**config.mk**
```make
export PLATFORM = sky130hd
export DESIGN_NAME = fetch_stage
export DESIGN_NICKNAME = d
export VERILOG_FILES = /design/src/hdl/fetch_pkg.sv /design/src/hdl/fetch_addr_stage.sv /design/src/hdl/fetch_buffer.sv /design/src/hdl/fetch_region_check.sv /design/src/hdl/fetch_stage.sv
export SDC_FILE = /design/constraint.sdc
export NUM_CORES = 1
export LEC_CHECK = 0
export BUFFER_PORTS_ARGS = -buffer_cell sky130_fd_sc_hd__buf_2
export CAP_MARGIN = 10
export CORE_MARGIN = 4
export CORE_UTILIZATION = 62
export DETAILED_ROUTE_END_ITERATION = 10
export MAX_ROUTING_LAYER = met4
export PLACE_DENSITY_LB_ADDON = 0.3
export SYNTH_ARGS = -nofsm -noshare
export SYNTH_HDL_FRONTEND = slang
export SYNTH_HIERARCHICAL = 1
export SYNTH_SLANG_ARGS = --single-unit
```
**constraint.sdc**
```tcl
create_clock -name s_clk_i -period 4 [get_ports s_clk_i]
set_input_delay 0.6 -clock s_clk_i [delete_from_list [all_inputs] [get_ports s_clk_i]]
set_output_delay 0.6 -clock s_clk_i [all_outputs]
set_load 0.1 [all_outputs]
```
**src/hdl/fetch_pkg.sv**
```systemverilog
`default_nettype none
//**************************************************************************
// Fetch package
// Shared widths, buffer status codes, FE1 phase codes and the bus
// transfer codes of the instruction fetch stage
//**************************************************************************

package fetch_pkg;

    localparam int XLEN    = 32;        // Address and data width
    localparam int WADDR_W = XLEN - 2;  // Word address, fetch is word aligned

    // Status stored with every word in the instruction buffer
    typedef enum logic [2:0] {
        FETCH_VALID    = 3'b000,  // Regular instruction word
        FETCH_BUS_ERR  = 3'b001,  // Bus answered with an error response
        FETCH_PMA_VIOL = 3'b010   // Address outside the executable region
    } fetch_status_t;

    // Extra information held next to the FE1 address
    // SPECIAL reads as a parked redirect while FE1 is not up to date,
    // and as a region violation while it is
    typedef enum logic [1:0] {
        FE1_NONE    = 2'b00,
        FE1_SPECIAL = 2'b11
    } fe1_code_t;

    // AHB-Lite transfer types used by the fetch master
    localparam logic [1:0] HTRANS_IDLE   = 2'b00;
    localparam logic [1:0] HTRANS_NONSEQ = 2'b10;  // Single read, no bursts

endpackage

`default_nettype wire

```
**src/hdl/fetch_addr_stage.sv**
```systemverilog
`timescale 1ns/1ps
`default_nettype none
//**************************************************************************
// Fetch address stage
// FE0 address phase and FE1 data phase registers, next fetch address,
// AHB-Lite request outputs and the push into the instruction buffer
//**************************************************************************

module fetch_addr_stage #(
    parameter logic [fetch_pkg::XLEN-1:0] RESET_ADDR = 32'h0000_0000
) (
    input  wire logic                          s_clk_i,
    input  wire logic                          rst_n_i,
    input  wire logic                          s_flush_i,       // Redirect pulse
    input  wire logic [fetch_pkg::XLEN-1:0]    s_toc_addr_i,    // Redirect target
    input  wire logic                          s_hready_i,
    input  wire logic                          s_hresp_i,
    input  wire logic [fetch_pkg::XLEN-1:0]    s_hrdata_i,
    input  wire logic                          violation_i,     // FE0 outside region
    input  wire logic                          space_first_i,   // Buffer empty
    input  wire logic                          space_one_i,
    input  wire logic                          space_two_i,
    input  wire logic                          space_three_i,
    output logic [fetch_pkg::WADDR_W-1:0]      fe0_addr_o,
    output logic [fetch_pkg::XLEN-1:0]         s_haddr_o,
    output logic [1:0]                         s_htrans_o,
    output logic                               push_o,
    output logic [fetch_pkg::XLEN-1:0]         push_data_o,
    output fetch_pkg::fetch_status_t           push_status_o
);

    logic [fetch_pkg::WADDR_W-1:0] fe0_addr_q, fe0_addr_d;
    logic                          fe0_utd_q, fe0_utd_d;    // FE0 data will be needed
    logic [fetch_pkg::WADDR_W-1:0] fe1_addr_q, fe1_addr_d;
    logic                          fe1_utd_q, fe1_utd_d;    // FE1 data will be needed
    fetch_pkg::fe1_code_t          fe1_code_q, fe1_code_d;
    logic [fetch_pkg::WADDR_W-1:0] toc_waddr;
    logic                          fe0_frozen;
    logic                          toc_in_fe1;
    logic                          no_xfer_fe1;
    logic                          space_ok;

    assign toc_waddr   = s_toc_addr_i[fetch_pkg::XLEN-1:2];
    assign fe0_frozen  = ~s_hready_i & fe0_utd_q;   // Request held by a wait state
    assign toc_in_fe1  = ~fe1_utd_q & (fe1_code_q == fetch_pkg::FE1_SPECIAL);  // Parked redirect
    assign no_xfer_fe1 = fe1_utd_q & (fe1_code_q == fetch_pkg::FE1_SPECIAL);   // Region violation

    // Issue only with room for the data on arrival
    // Empty buffer, or one entry with both phases idle, two with one idle, else three
    assign space_ok = space_first_i
                    | (space_one_i & ~fe0_utd_q & ~fe1_utd_q)
                    | (space_two_i & (~fe0_utd_q | ~fe1_utd_q))
                    | space_three_i;

    // Bus request
    assign fe0_addr_o = fe0_addr_q;
    assign s_haddr_o  = {fe0_addr_q, 2'b00};
    assign s_htrans_o = (fe0_utd_q && !violation_i) ? fetch_pkg::HTRANS_NONSEQ
                                                    : fetch_pkg::HTRANS_IDLE;

    // Buffer push where a violation carries no bus data
    assign push_o      = s_hready_i & fe1_utd_q;
    assign push_data_o = no_xfer_fe1 ? '0 : s_hrdata_i;

    always_comb begin
        if (no_xfer_fe1)   push_status_o = fetch_pkg::FETCH_PMA_VIOL;
        else if (s_hresp_i) push_status_o = fetch_pkg::FETCH_BUS_ERR;
        else               push_status_o = fetch_pkg::FETCH_VALID;
    end

    always_comb begin : fe1_update
        fe1_addr_d = fe1_addr_q;
        fe1_utd_d  = fe1_utd_q;
        fe1_code_d = fe1_code_q;
        if (s_flush_i && fe0_frozen) begin
            fe1_addr_d = toc_waddr;       // FE0 may not move so the target parks here
            fe1_utd_d  = 1'b0;
            fe1_code_d = fetch_pkg::FE1_SPECIAL;
        end else if (s_flush_i || (s_hready_i && toc_in_fe1)) begin
            fe1_utd_d  = 1'b0;            // Data phase no longer wanted
            fe1_code_d = fetch_pkg::FE1_NONE;
        end else if (s_hready_i) begin
            fe1_addr_d = fe0_addr_q;      // Address phase moves into data phase
            fe1_utd_d  = fe0_utd_q;
            if (violation_i && fe0_utd_q) fe1_code_d = fetch_pkg::FE1_SPECIAL;
            else                          fe1_code_d = fetch_pkg::FE1_NONE;
        end
    end

    always_comb begin : fe0_update
        if (fe0_frozen) begin
            fe0_addr_d = fe0_addr_q;      // No change until the bus accepts it
            fe0_utd_d  = 1'b1;
        end else if (s_flush_i) begin
            fe0_addr_d = toc_waddr;
            fe0_utd_d  = 1'b1;
        end else if (toc_in_fe1) begin
            fe0_addr_d = fe1_addr_q;      // Apply redirect parked during the wait
            fe0_utd_d  = 1'b1;
        end else if (fe0_utd_q) begin
            fe0_addr_d = fe0_addr_q + fetch_pkg::WADDR_W'(1);  // Next word
            fe0_utd_d  = space_ok;
        end else begin
            fe0_addr_d = fe0_addr_q;      // Wait for buffer room
            fe0_utd_d  = space_ok;
        end
    end

    // First request goes out once reset is released
    always_ff @(posedge s_clk_i) begin
        if (!rst_n_i) begin
            fe0_addr_q <= RESET_ADDR[fetch_pkg::XLEN-1:2];
            fe0_utd_q  <= 1'b0;
            fe1_utd_q  <= 1'b0;
            fe1_code_q <= fetch_pkg::FE1_NONE;
        end else begin
            fe0_addr_q <= fe0_addr_d;
            fe0_utd_q  <= fe0_utd_d;
            fe1_utd_q  <= fe1_utd_d;
            fe1_code_q <= fe1_code_d;
        end
    end

    always_ff @(posedge s_clk_i) begin
        fe1_addr_q <= fe1_addr_d;         // FE1 address or parked redirect target
    end

    // A request stretched by wait states keeps address and type until accepted
    a_req_stable: assert property (@(posedge s_clk_i) disable iff (!rst_n_i)
        (s_htrans_o == fetch_pkg::HTRANS_NONSEQ && !s_hready_i) |=>
        ($stable(s_haddr_o) && $stable(s_htrans_o)));

endmodule

`default_nettype wire

```
**src/hdl/fetch_buffer.sv**
```systemverilog
`timescale 1ns/1ps
`default_nettype none
//**************************************************************************
// Fetch instruction buffer
// Circular FIFO between fetch and decode with a thermometer occupancy,
// flush and the free space flags used by the fetch space rule
//**************************************************************************

module fetch_buffer #(
    parameter int FIFO_DEPTH = 4
) (
    input  wire logic                          s_clk_i,
    input  wire logic                          rst_n_i,
    input  wire logic                          s_flush_i,      // Redirect, drop everything
    input  wire logic                          push_i,
    input  wire logic [fetch_pkg::XLEN-1:0]    push_data_i,
    input  wire fetch_pkg::fetch_status_t      push_status_i,
    input  wire logic                          s_stall_i,      // Decode holds the head
    output logic [fetch_pkg::XLEN-1:0]         s_instr_o,
    output fetch_pkg::fetch_status_t           s_status_o,
    output logic                               s_valid_o,
    output logic                               space_first_o,  // Buffer empty
    output logic                               space_one_o,    // At least one free entry
    output logic                               space_two_o,
    output logic                               space_three_o
);

    localparam int PTR_W = (FIFO_DEPTH > 1) ? $clog2(FIFO_DEPTH) : 1;

    logic [fetch_pkg::XLEN-1:0] instr_mem [FIFO_DEPTH];
    fetch_pkg::fetch_status_t   status_mem [FIFO_DEPTH];
    logic [PTR_W-1:0]           wr_ptr_q;
    logic [PTR_W-1:0]           rd_ptr_q;
    logic [PTR_W-1:0]           wr_ptr_nxt;
    logic [PTR_W-1:0]           rd_ptr_nxt;
    logic [FIFO_DEPTH-1:0]      occ_q;       // Bit k set when more than k entries held
    logic                       wr_en;
    logic                       rd_en;

    assign wr_en = push_i & ~s_flush_i;  // Old path data never enters
    assign rd_en = occ_q[0] & ~s_stall_i;

    // Pointers wrap at the depth, which need not be a power of two
    assign wr_ptr_nxt = (wr_ptr_q == PTR_W'(FIFO_DEPTH - 1)) ? '0 : wr_ptr_q + PTR_W'(1);
    assign rd_ptr_nxt = (rd_ptr_q == PTR_W'(FIFO_DEPTH - 1)) ? '0 : rd_ptr_q + PTR_W'(1);

    always_ff @(posedge s_clk_i) begin
        if (!rst_n_i || s_flush_i) begin
            wr_ptr_q <= '0;
            rd_ptr_q <= '0;
            occ_q    <= '0;
        end else begin
            if (wr_en) wr_ptr_q <= wr_ptr_nxt;
            if (rd_en) rd_ptr_q <= rd_ptr_nxt;
            case ({wr_en, rd_en})
                2'b10:   occ_q <= {occ_q[FIFO_DEPTH-2:0], 1'b1};  // Grow by one
                2'b01:   occ_q <= {1'b0, occ_q[FIFO_DEPTH-1:1]};  // Shrink by one
                default: occ_q <= occ_q;                         // Both or neither
            endcase
        end
    end

    // Storage, written at the tail
    always_ff @(posedge s_clk_i) begin
        if (wr_en) begin
            instr_mem[wr_ptr_q]  <= push_data_i;
            status_mem[wr_ptr_q] <= push_status_i;
        end
    end

    assign s_instr_o  = instr_mem[rd_ptr_q];   // Head entry
    assign s_status_o = status_mem[rd_ptr_q];
    assign s_valid_o  = occ_q[0];

    // Free space read straight off the thermometer
    assign space_first_o = ~occ_q[0];
    assign space_one_o   = ~occ_q[FIFO_DEPTH-1];
    assign space_two_o   = ~occ_q[FIFO_DEPTH-2];
    assign space_three_o = ~occ_q[FIFO_DEPTH-3];

    // Space reserved by the address stage before issue keeps the buffer from overflowing
    a_no_overflow: assert property (@(posedge s_clk_i) disable iff (!rst_n_i)
        push_i |-> !occ_q[FIFO_DEPTH-1]);

endmodule

`default_nettype wire

```
**src/hdl/fetch_region_check.sv**
```systemverilog
`timescale 1ns/1ps
`default_nettype none
//**************************************************************************
// Fetch region check
// Flags an FE0 word address that lies outside the executable region
//**************************************************************************

module fetch_region_check #(
    parameter logic [fetch_pkg::XLEN-1:0] REGION_BASE = 32'h0000_0000,
    parameter logic [fetch_pkg::XLEN-1:0] REGION_MASK = 32'hFFFF_0000
) (
    input  wire logic [fetch_pkg::WADDR_W-1:0] addr_i,       // FE0 word address
    output logic                               violation_o   // Outside the region
);

    // Byte offset bits drop out, the compare runs on word addresses
    localparam logic [fetch_pkg::WADDR_W-1:0] BASE_W = REGION_BASE[fetch_pkg::XLEN-1:2];
    localparam logic [fetch_pkg::WADDR_W-1:0] MASK_W = REGION_MASK[fetch_pkg::XLEN-1:2];

    logic [fetch_pkg::WADDR_W-1:0] masked_addr;

    assign masked_addr = addr_i & MASK_W;  // Keep only the region selecting bits

    // Inside when the selected bits match the base
    assign violation_o = (masked_addr != BASE_W);

endmodule

`default_nettype wire

```
**src/hdl/fetch_stage.sv**
```systemverilog
`timescale 1ns/1ps
`default_nettype none
//**************************************************************************
// Fetch stage
// Two phase AHB-Lite instruction fetch with region check and an
// instruction buffer towards decode
//**************************************************************************

module fetch_stage #(
    parameter int                         FIFO_DEPTH  = 4,
    parameter logic [fetch_pkg::XLEN-1:0] RESET_ADDR  = 32'h0000_0000,
    parameter logic [fetch_pkg::XLEN-1:0] REGION_BASE = 32'h0000_0000,
    parameter logic [fetch_pkg::XLEN-1:0] REGION_MASK = 32'hFFFF_0000
) (
    input  wire logic                          s_clk_i,
    input  wire logic                          rst_n_i,
    input  wire logic                          s_flush_i,     // From execute
    input  wire logic [fetch_pkg::XLEN-1:0]    s_toc_addr_i,
    input  wire logic                          s_stall_i,     // From decode
    input  wire logic                          s_hready_i,
    input  wire logic                          s_hresp_i,
    input  wire logic [fetch_pkg::XLEN-1:0]    s_hrdata_i,
    output logic [fetch_pkg::XLEN-1:0]         s_haddr_o,
    output logic [1:0]                         s_htrans_o,
    output logic [fetch_pkg::XLEN-1:0]         s_instr_o,     // Head of the buffer
    output fetch_pkg::fetch_status_t           s_status_o,
    output logic                               s_valid_o
);

    logic [fetch_pkg::WADDR_W-1:0] fe0_addr;
    logic                          violation;
    logic                          push;
    logic [fetch_pkg::XLEN-1:0]    push_data;
    fetch_pkg::fetch_status_t      push_status;
    logic                          space_first;
    logic                          space_one;
    logic                          space_two;
    logic                          space_three;

    fetch_addr_stage #(
        .RESET_ADDR (RESET_ADDR)
    ) u_addr_stage (
        .s_clk_i       (s_clk_i),
        .rst_n_i       (rst_n_i),
        .s_flush_i     (s_flush_i),
        .s_toc_addr_i  (s_toc_addr_i),
        .s_hready_i    (s_hready_i),
        .s_hresp_i     (s_hresp_i),
        .s_hrdata_i    (s_hrdata_i),
        .violation_i   (violation),
        .space_first_i (space_first),
        .space_one_i   (space_one),
        .space_two_i   (space_two),
        .space_three_i (space_three),
        .fe0_addr_o    (fe0_addr),
        .s_haddr_o     (s_haddr_o),
        .s_htrans_o    (s_htrans_o),
        .push_o        (push),
        .push_data_o   (push_data),
        .push_status_o (push_status)
    );

    fetch_region_check #(
        .REGION_BASE (REGION_BASE),
        .REGION_MASK (REGION_MASK)
    ) u_region_check (
        .addr_i      (fe0_addr),
        .violation_o (violation)
    );

    fetch_buffer #(
        .FIFO_DEPTH (FIFO_DEPTH)
    ) u_buffer (
        .s_clk_i       (s_clk_i),
        .rst_n_i       (rst_n_i),
        .s_flush_i     (s_flush_i),
        .push_i        (push),
        .push_data_i   (push_data),
        .push_status_i (push_status),
        .s_stall_i     (s_stall_i),
        .s_instr_o     (s_instr_o),
        .s_status_o    (s_status_o),
        .s_valid_o     (s_valid_o),
        .space_first_o (space_first),
        .space_one_o   (space_one),
        .space_two_o   (space_two),
        .space_three_o (space_three)
    );

endmodule

`default_nettype wire

```
==> results of run 1 <==
## state kept, by name (all words and copies together) (netlist names), named ones only
register / flops
u_buffer/instr_mem: 128
u_addr_stage/fe0_addr_o: 30
u_addr_stage/fe1_addr_q: 30
u_buffer/status_mem: 12
u_buffer/occ_q: 4
u_buffer/rd_ptr_q: 2
u_buffer/wr_ptr_q: 2
u_addr_stage/fe0_utd_q: 1
u_addr_stage/fe1_code_q: 1
u_addr_stage/fe1_utd_q: 1
## cell usage after synthesis, types with 9 or more instances
| master | n |
|---|---|
| a211oi_1 | 11 |
| a21oi_1 | 40 |
| a31oi_1 | 11 |
| and2_1 | 43 |
| buf_4 | 37 |
| clkbuf_1 | 30 |
| dfxtp_1 | 43 |
| edfxtp_1 | 170 |
| inv_1 | 19 |
| mux2_2 | 28 |
| mux4_2 | 30 |
| nand2_1 | 59 |
| nand3_1 | 14 |
| nor2_1 | 28 |
| nor2b_1 | 9 |
| nor3_1 | 14 |
| nor4_1 | 9 |
| o21ai_0 | 32 |
## layout by cell type (no fill, tap or decap), types with 11 or more instances in the layout
master / instances
nor3_1: 14
nand2_1: 59
buf_4: 11
inv_1: 19
clkbuf_1: 11
and2_1: 39
edfxtp_1: 170
a21oi_1: 40
a211oi_1: 11
mux4_2: 30
nor2_1: 28
o21ai_0: 32
a31oi_1: 11
buf_2: 134
mux2_2: 28
dfxtp_1: 41
clkbuf_16: 22
nand3_1: 14
## final cells by class
cell class / instances / share of cell area
clock inverter: 3 / 0.00238
sequential: 213 / 0.540
timing repair buffer: 145 / 0.0682
multi-input combinational: 436 / 0.301
inverter: 19 / 0.00645
clock buffer: 37 / 0.0585
tap: 211 / 0.0239
## worst min path at each step
stage / start / end
CTS: s_toc_addr_i[5] / u_addr_stage/fe0_addr_o[3]
detailed placement: u_buffer/occ_q[0] / u_buffer/occ_q[0]
global placement: u_buffer/occ_q[1] / u_buffer/occ_q[1]
global route: s_toc_addr_i[7] / u_addr_stage/fe0_addr_o[5]
finish: s_toc_addr_i[5] / u_addr_stage/fe0_addr_o[3]
floorplan: u_buffer/occ_q[1] / u_buffer/occ_q[1]
## worst max-delay path: stages, from the launching register on
cell	delay [ns]
dfxtp_2	0.31
buf_4	0.53
mux4_1	0.68
buf_2	0.32
## power by group through the flow
stage | Clock, mW | Combinational, mW | Sequential, mW
after floorplan | 0 | 0.475 | 2.54
after global routing | 2.02 | 0.596 | 2.52
final | 1.89 | 0.564 | 2.52
after global placement | 0 | 0.541 | 2.56
after CTS | 1.93 | 0.561 | 2.51
after detailed placement | 0 | 0.558 | 2.56
## cell families after synthesis
logic type	Yosys count	share of synthesized area
adders and majority gates	7	0.00888
and+or+nand+nor	217	0.117
muxes	68	0.119
DFF	213	0.605
AOI/OAI and AO/OA	136	0.0866
other	1	0.000380
buffers and inverters	102	0.0596
xor gates and xnor gates	4	0.00355
## metal layers
layer | wire (µm) | up-vias | global-route usage | share of wire
met3 | 1450 | 41 | 0.0353 | 0.066
li1 | - | 2970 | - | -
met2 | 11500 | 296 | 0.432 | 0.53
met4 | 505 | 0 | 0.0701 | 0.023
met5 | 0 | - | - | 0
met1 | 8310 | 3193 | 0.303 | 0.38
==> flow_metrics.tcl, run 1 <==
set metrics [dict create \
    min_period_ns 2.94 \
    min_path_cells 3 \
    rr_worst_depth 6 \
    antenna_found_initial 0 \
    swShare 0.254 \
    nets 914 \
    ys_seq_area_frac 0.605 \
    postCtsResizedCells 0 \
    drtAntennaViolNets 0 \
    clk_latency_ns 0.51 \
    cts.root.buffer_cell "clkbuf_16" \
    cts_htree_levels 1 \
    cts_setup_buffers 0 \
    synth_area_leaders "edfxtp_1 (52%), dfxtp_1 (8.7%), mux4_2 (6.9%)" \
    synth_area_um2 9860 \
    start_util 0.641 \
    syn_area_per_cell_um2 13.2 \
    gp_congestion 0.918 \
    vias 6500 \
    rows 45 \
    ys_seq_elements 213 \
    post-route-util 0.719 \
    final.fill_count 1039 \
    die-width_um 134 \
    worstPathArrival_ns 2.34 \
    crit_end "s_instr_o[0]" \
    yosys_most_used_dff "edfxtp_1" \
    wirelength_mm 21.8 \
    grt_pass1_wl_mm 34.1 \
    dieArea_um2 18000 \
    end_kind "output port" \
    outcome "completed" \
    grt_pass1_vias 6401 \
    setup_tns_ns 0 \
    report.final.slew_viol_count 0 \
    die_height_um 134 \
    drc_errors 0 \
    hold_class "in2reg" \
    layout_setup_ws_ns 1.06 \
    place_area_um2 10400 \
    hold_viol 0 \
    port_buffers 134 \
    multiInputGateArea_um2 3320 \
    wl_per_cell_um 20.5 \
    area_growth_pct 12.1 \
    cellPowerDensity_nw_per_um2 449 \
    first_pass_iters 5 \
    dp_hpwl_mm 13.5 \
    final-setup-viol-count 0 \
    place_ws_ns 1.22 \
    cts-buffers-inserted 22 \
    crit_required_ns 3.40 \
    grt_util_all_layers 0.247 \
    ir_drop_mv 0.444 \
    dp_cells 1024 \
    regArea_um2 5970 \
    finalNonFillerCells 1064 \
    cts_tree "yes" \
    via_per_inst 6.11 \
    synthArstFlopShare 0 \
    yosysUniqueCellTypes 69 \
    fin_crit_sh 0.736 \
    synth_top_cell_area_share 0.518 \
    rr_endpoint "u_addr_stage/fe1_addr_q[1]" \
    cts_num_sinks 213 \
    fin_area_um2 11100 \
    worst_pin_slew_ns 1.09 \
    clk_pin_slew_ns 0.06 \
    diodes 0 \
    seqPwrFrac 0.506 \
    p_sw_mw 1.26 \
    p_total_mw 4.97 \
    p_comb_frac 0.114 \
    worst_clock_skew_ns 0.00999 \
    synth_top_area_cell "edfxtp_1" \
    grt_max_degree 40 \
    intPower_mw 3.70 \
    worst_setup_path_start_kind "register" \
    io_pins 140 \
    postCtsHoldBufs 0 \
    syn_inst 748 \
    core_um2 15400 \
    slew_headroom 0.271 \
    grt_setup_unrepaired "false" \
    fin_hold_ws_ns 0.399 \
    overflow 0 \
    drv_cap 0 \
    path_class "reg2out" \
    r2r-start "u_addr_stage/fe1_utd_q" \
    cellLeakagePower_nw 3.86 \
    worstPathMaxFanout 35 \
    pwr-share-clk 0.380 \
    synth_edf_count 170 \
    fmax_mhz 340 \
    ys_warn_count 6 \
    drtIter0Drc 554 \
    clockBufferDepth 3 \
    ff2ff_setup_slack_ns 1.45 \
    drive_above_1_share 0.283 \
]
(Power assumes the default switching activity.)
==> inputs of run 2 (changes only) <==
- CORE_UTILIZATION: 62 -> 52
- clock period: 4 -> 2.5 ns (I/O delays scaled with it)
==> flow_metrics.tcl, run 2 (synthesized netlist as in run 1, its figures left out) <==
set metrics [dict create \
    final.fill_count 1426 \
    postCtsHoldBufs 0 \
    use_met3 0.0361 \
    gp_congestion 0.890 \
    grt_pass1_vias 6621 \
    final_common_cell "edfxtp_1" \
    hold_viol 0 \
    ir_drop_mv 0.483 \
    worst_setup_path_start_kind "register" \
    rows 50 \
    nets 939 \
    cts-buffers-inserted 23 \
    slew_headroom 0.571 \
    start_util 0.527 \
    first_pass_iters 5 \
    worst_pin_slew_ns 0.643 \
    wl_per_cell_um 19.3 \
    worstPathArrival_ns 2.02 \
    final-setup-viol-count 0 \
    die-width_um 146 \
    grt_pass1_wl_mm 34.9 \
    regArea_um2 5970 \
    cellPowerDensity_nw_per_um2 727 \
    via_per_inst 5.79 \
    cts_setup_buffers 0 \
    drive_above_1_share 0.312 \
    core_um2 18700 \
    drtIter0Drc 417 \
    overflow 0 \
    antenna_found_initial 0 \
    largest_reg_flops 128 \
    fmax_mhz 417 \
    report.final.slew_viol_count 0 \
    io_pins 140 \
    post-route-util 0.612 \
    clk_latency_ns 0.49 \
    end_kind "output port" \
    worstPathMaxFanout 7 \
    grt_use_met2 0.344 \
    drtAntennaViolNets 0 \
    min_period_ns 2.40 \
    diodes 0 \
    grt_setup_unrepaired "false" \
    crit_required_ns 2.12 \
    multiInputGateArea_um2 3340 \
    dp_hpwl_mm 14.1 \
    area_growth_pct 16.0 \
    outcome "completed" \
    drc_errors 0 \
    worst_clock_skew_ns 0.0137 \
    grt_max_degree 36 \
    cellLeakagePower_nw 4.04 \
    drv_cap 0 \
    globalRouteMet1Util 0.262 \
    vias 6439 \
    hold_class "in2reg" \
    clockBufferDepth 3 \
    regMostFlops "u_buffer/instr_mem" \
    path_class "reg2out" \
    cts.root.buffer_cell "clkbuf_16" \
    final_cell_mix "edfxtp_1 (170), buf_2 (133), nand2_1 (59)" \
    cts_num_sinks 213 \
    grt_util_all_layers 0.207 \
    die_height_um 146 \
    port_buffers 134 \
    fin_crit_sh 0.960 \
    clk_pin_slew_ns 0.06 \
    cts_htree_levels 1 \
    cts_tree "yes" \
    top_usage_layer "met2" \
    wirelength_mm 21.4 \
    setup_tns_ns 0 \
    dieArea_um2 21200 \
]
## run 2: cell count changes in the layout (fill, tap and decap cells not counted), moves of 2 or more
cell        change
bufinv_16       +3
buf_4          +18
clkbuf_1        -9
clkinv_2        +2
buf_12          +6
clkinv_1        +4
nor4_2          +2
nor4_1          -2
clkbuf_8        -4
inv_6           +2
clkinvlp_4      +2
## run 2: layer usage
metal / vias up / part of all wire / wire (µm)
li1: 3040 / - / -
met1: 3089 / 0.41 / 8830
met2: 260 / 0.50 / 10700
met3: 50 / 0.065 / 1390
met4: 0 / 0.025 / 545
met5: - / 0 / 0
## run 2: path summary, 6_finish.rpt
| kind | startpoint | endpoint | slack, ns | cells past startpoint |
|---|---|---|---|---|
| worst max-delay path | u_addr_stage/fe0_addr_o[14] | s_htrans_o[1] | 0.10 | 4 |
| worst min-delay path | s_toc_addr_i[6] | u_addr_stage/fe0_addr_o[4] | 0.20 | 3 |
| worst max register to register | u_addr_stage/fe0_addr_o[18] | u_addr_stage/fe0_addr_o[26] | 0.29 | 5 |
| worst min register to register | u_buffer/occ_q[3] | u_buffer/occ_q[3] | 0.53 | 2 |
## run 2: through the flow
step / cells / area, µm² / total power [mW] / hold WS [ns] / setup slack [ns]
2_1_floorplan: 751 / 9870 / 4.83 / 0.462 / 0.0887
3_3_place_gp: 1071 / 10700 / 4.99 / 0.484 / 0.374
3_5_place_dp: 1071 / 10700 / 5.01 / 0.521 / 0.330
4_1_cts: 1112 / 11400 / 8.38 / 0.171 / 0.0331
5_1_grt: 1112 / 11400 / 8.62 / 0.175 / 0.0280
6_report: 1112 / 11400 / 8.31 / 0.197 / 0.100
## run 2: timing repair
item,in CTS,in global routing
cloned,0,0
resized for setup,2,3
endpoints found under the hold margin,0,0
setup endpoints to repair,11,6
## run 2: layout make-up
type / count / share of cell area
flip-flops and latches: 213 / 0.522
well taps: 234 / 0.0256
repair buffers: 169 / 0.0887
multi-input cells: 436 / 0.292
inverters: 19 / 0.00623
clock inverters: 16 / 0.0148
clock buffers: 25 / 0.0510
## run 2: critical path, stage by stage (launching register included)
cell and delay (ns):
dfxtp_1 0.39, nor4_2 0.32, nand4_1 0.27, nor2_1 0.23
buf_4 0.33
## run 2: power breakdown
part	switching [mW]	total, mW	leakage (nW)	internal (mW)
sequential	0.0844	4.01	1.90	3.93
combinational	0.683	0.940	1.78	0.257
clock	1.35	3.36	0.366	2.01
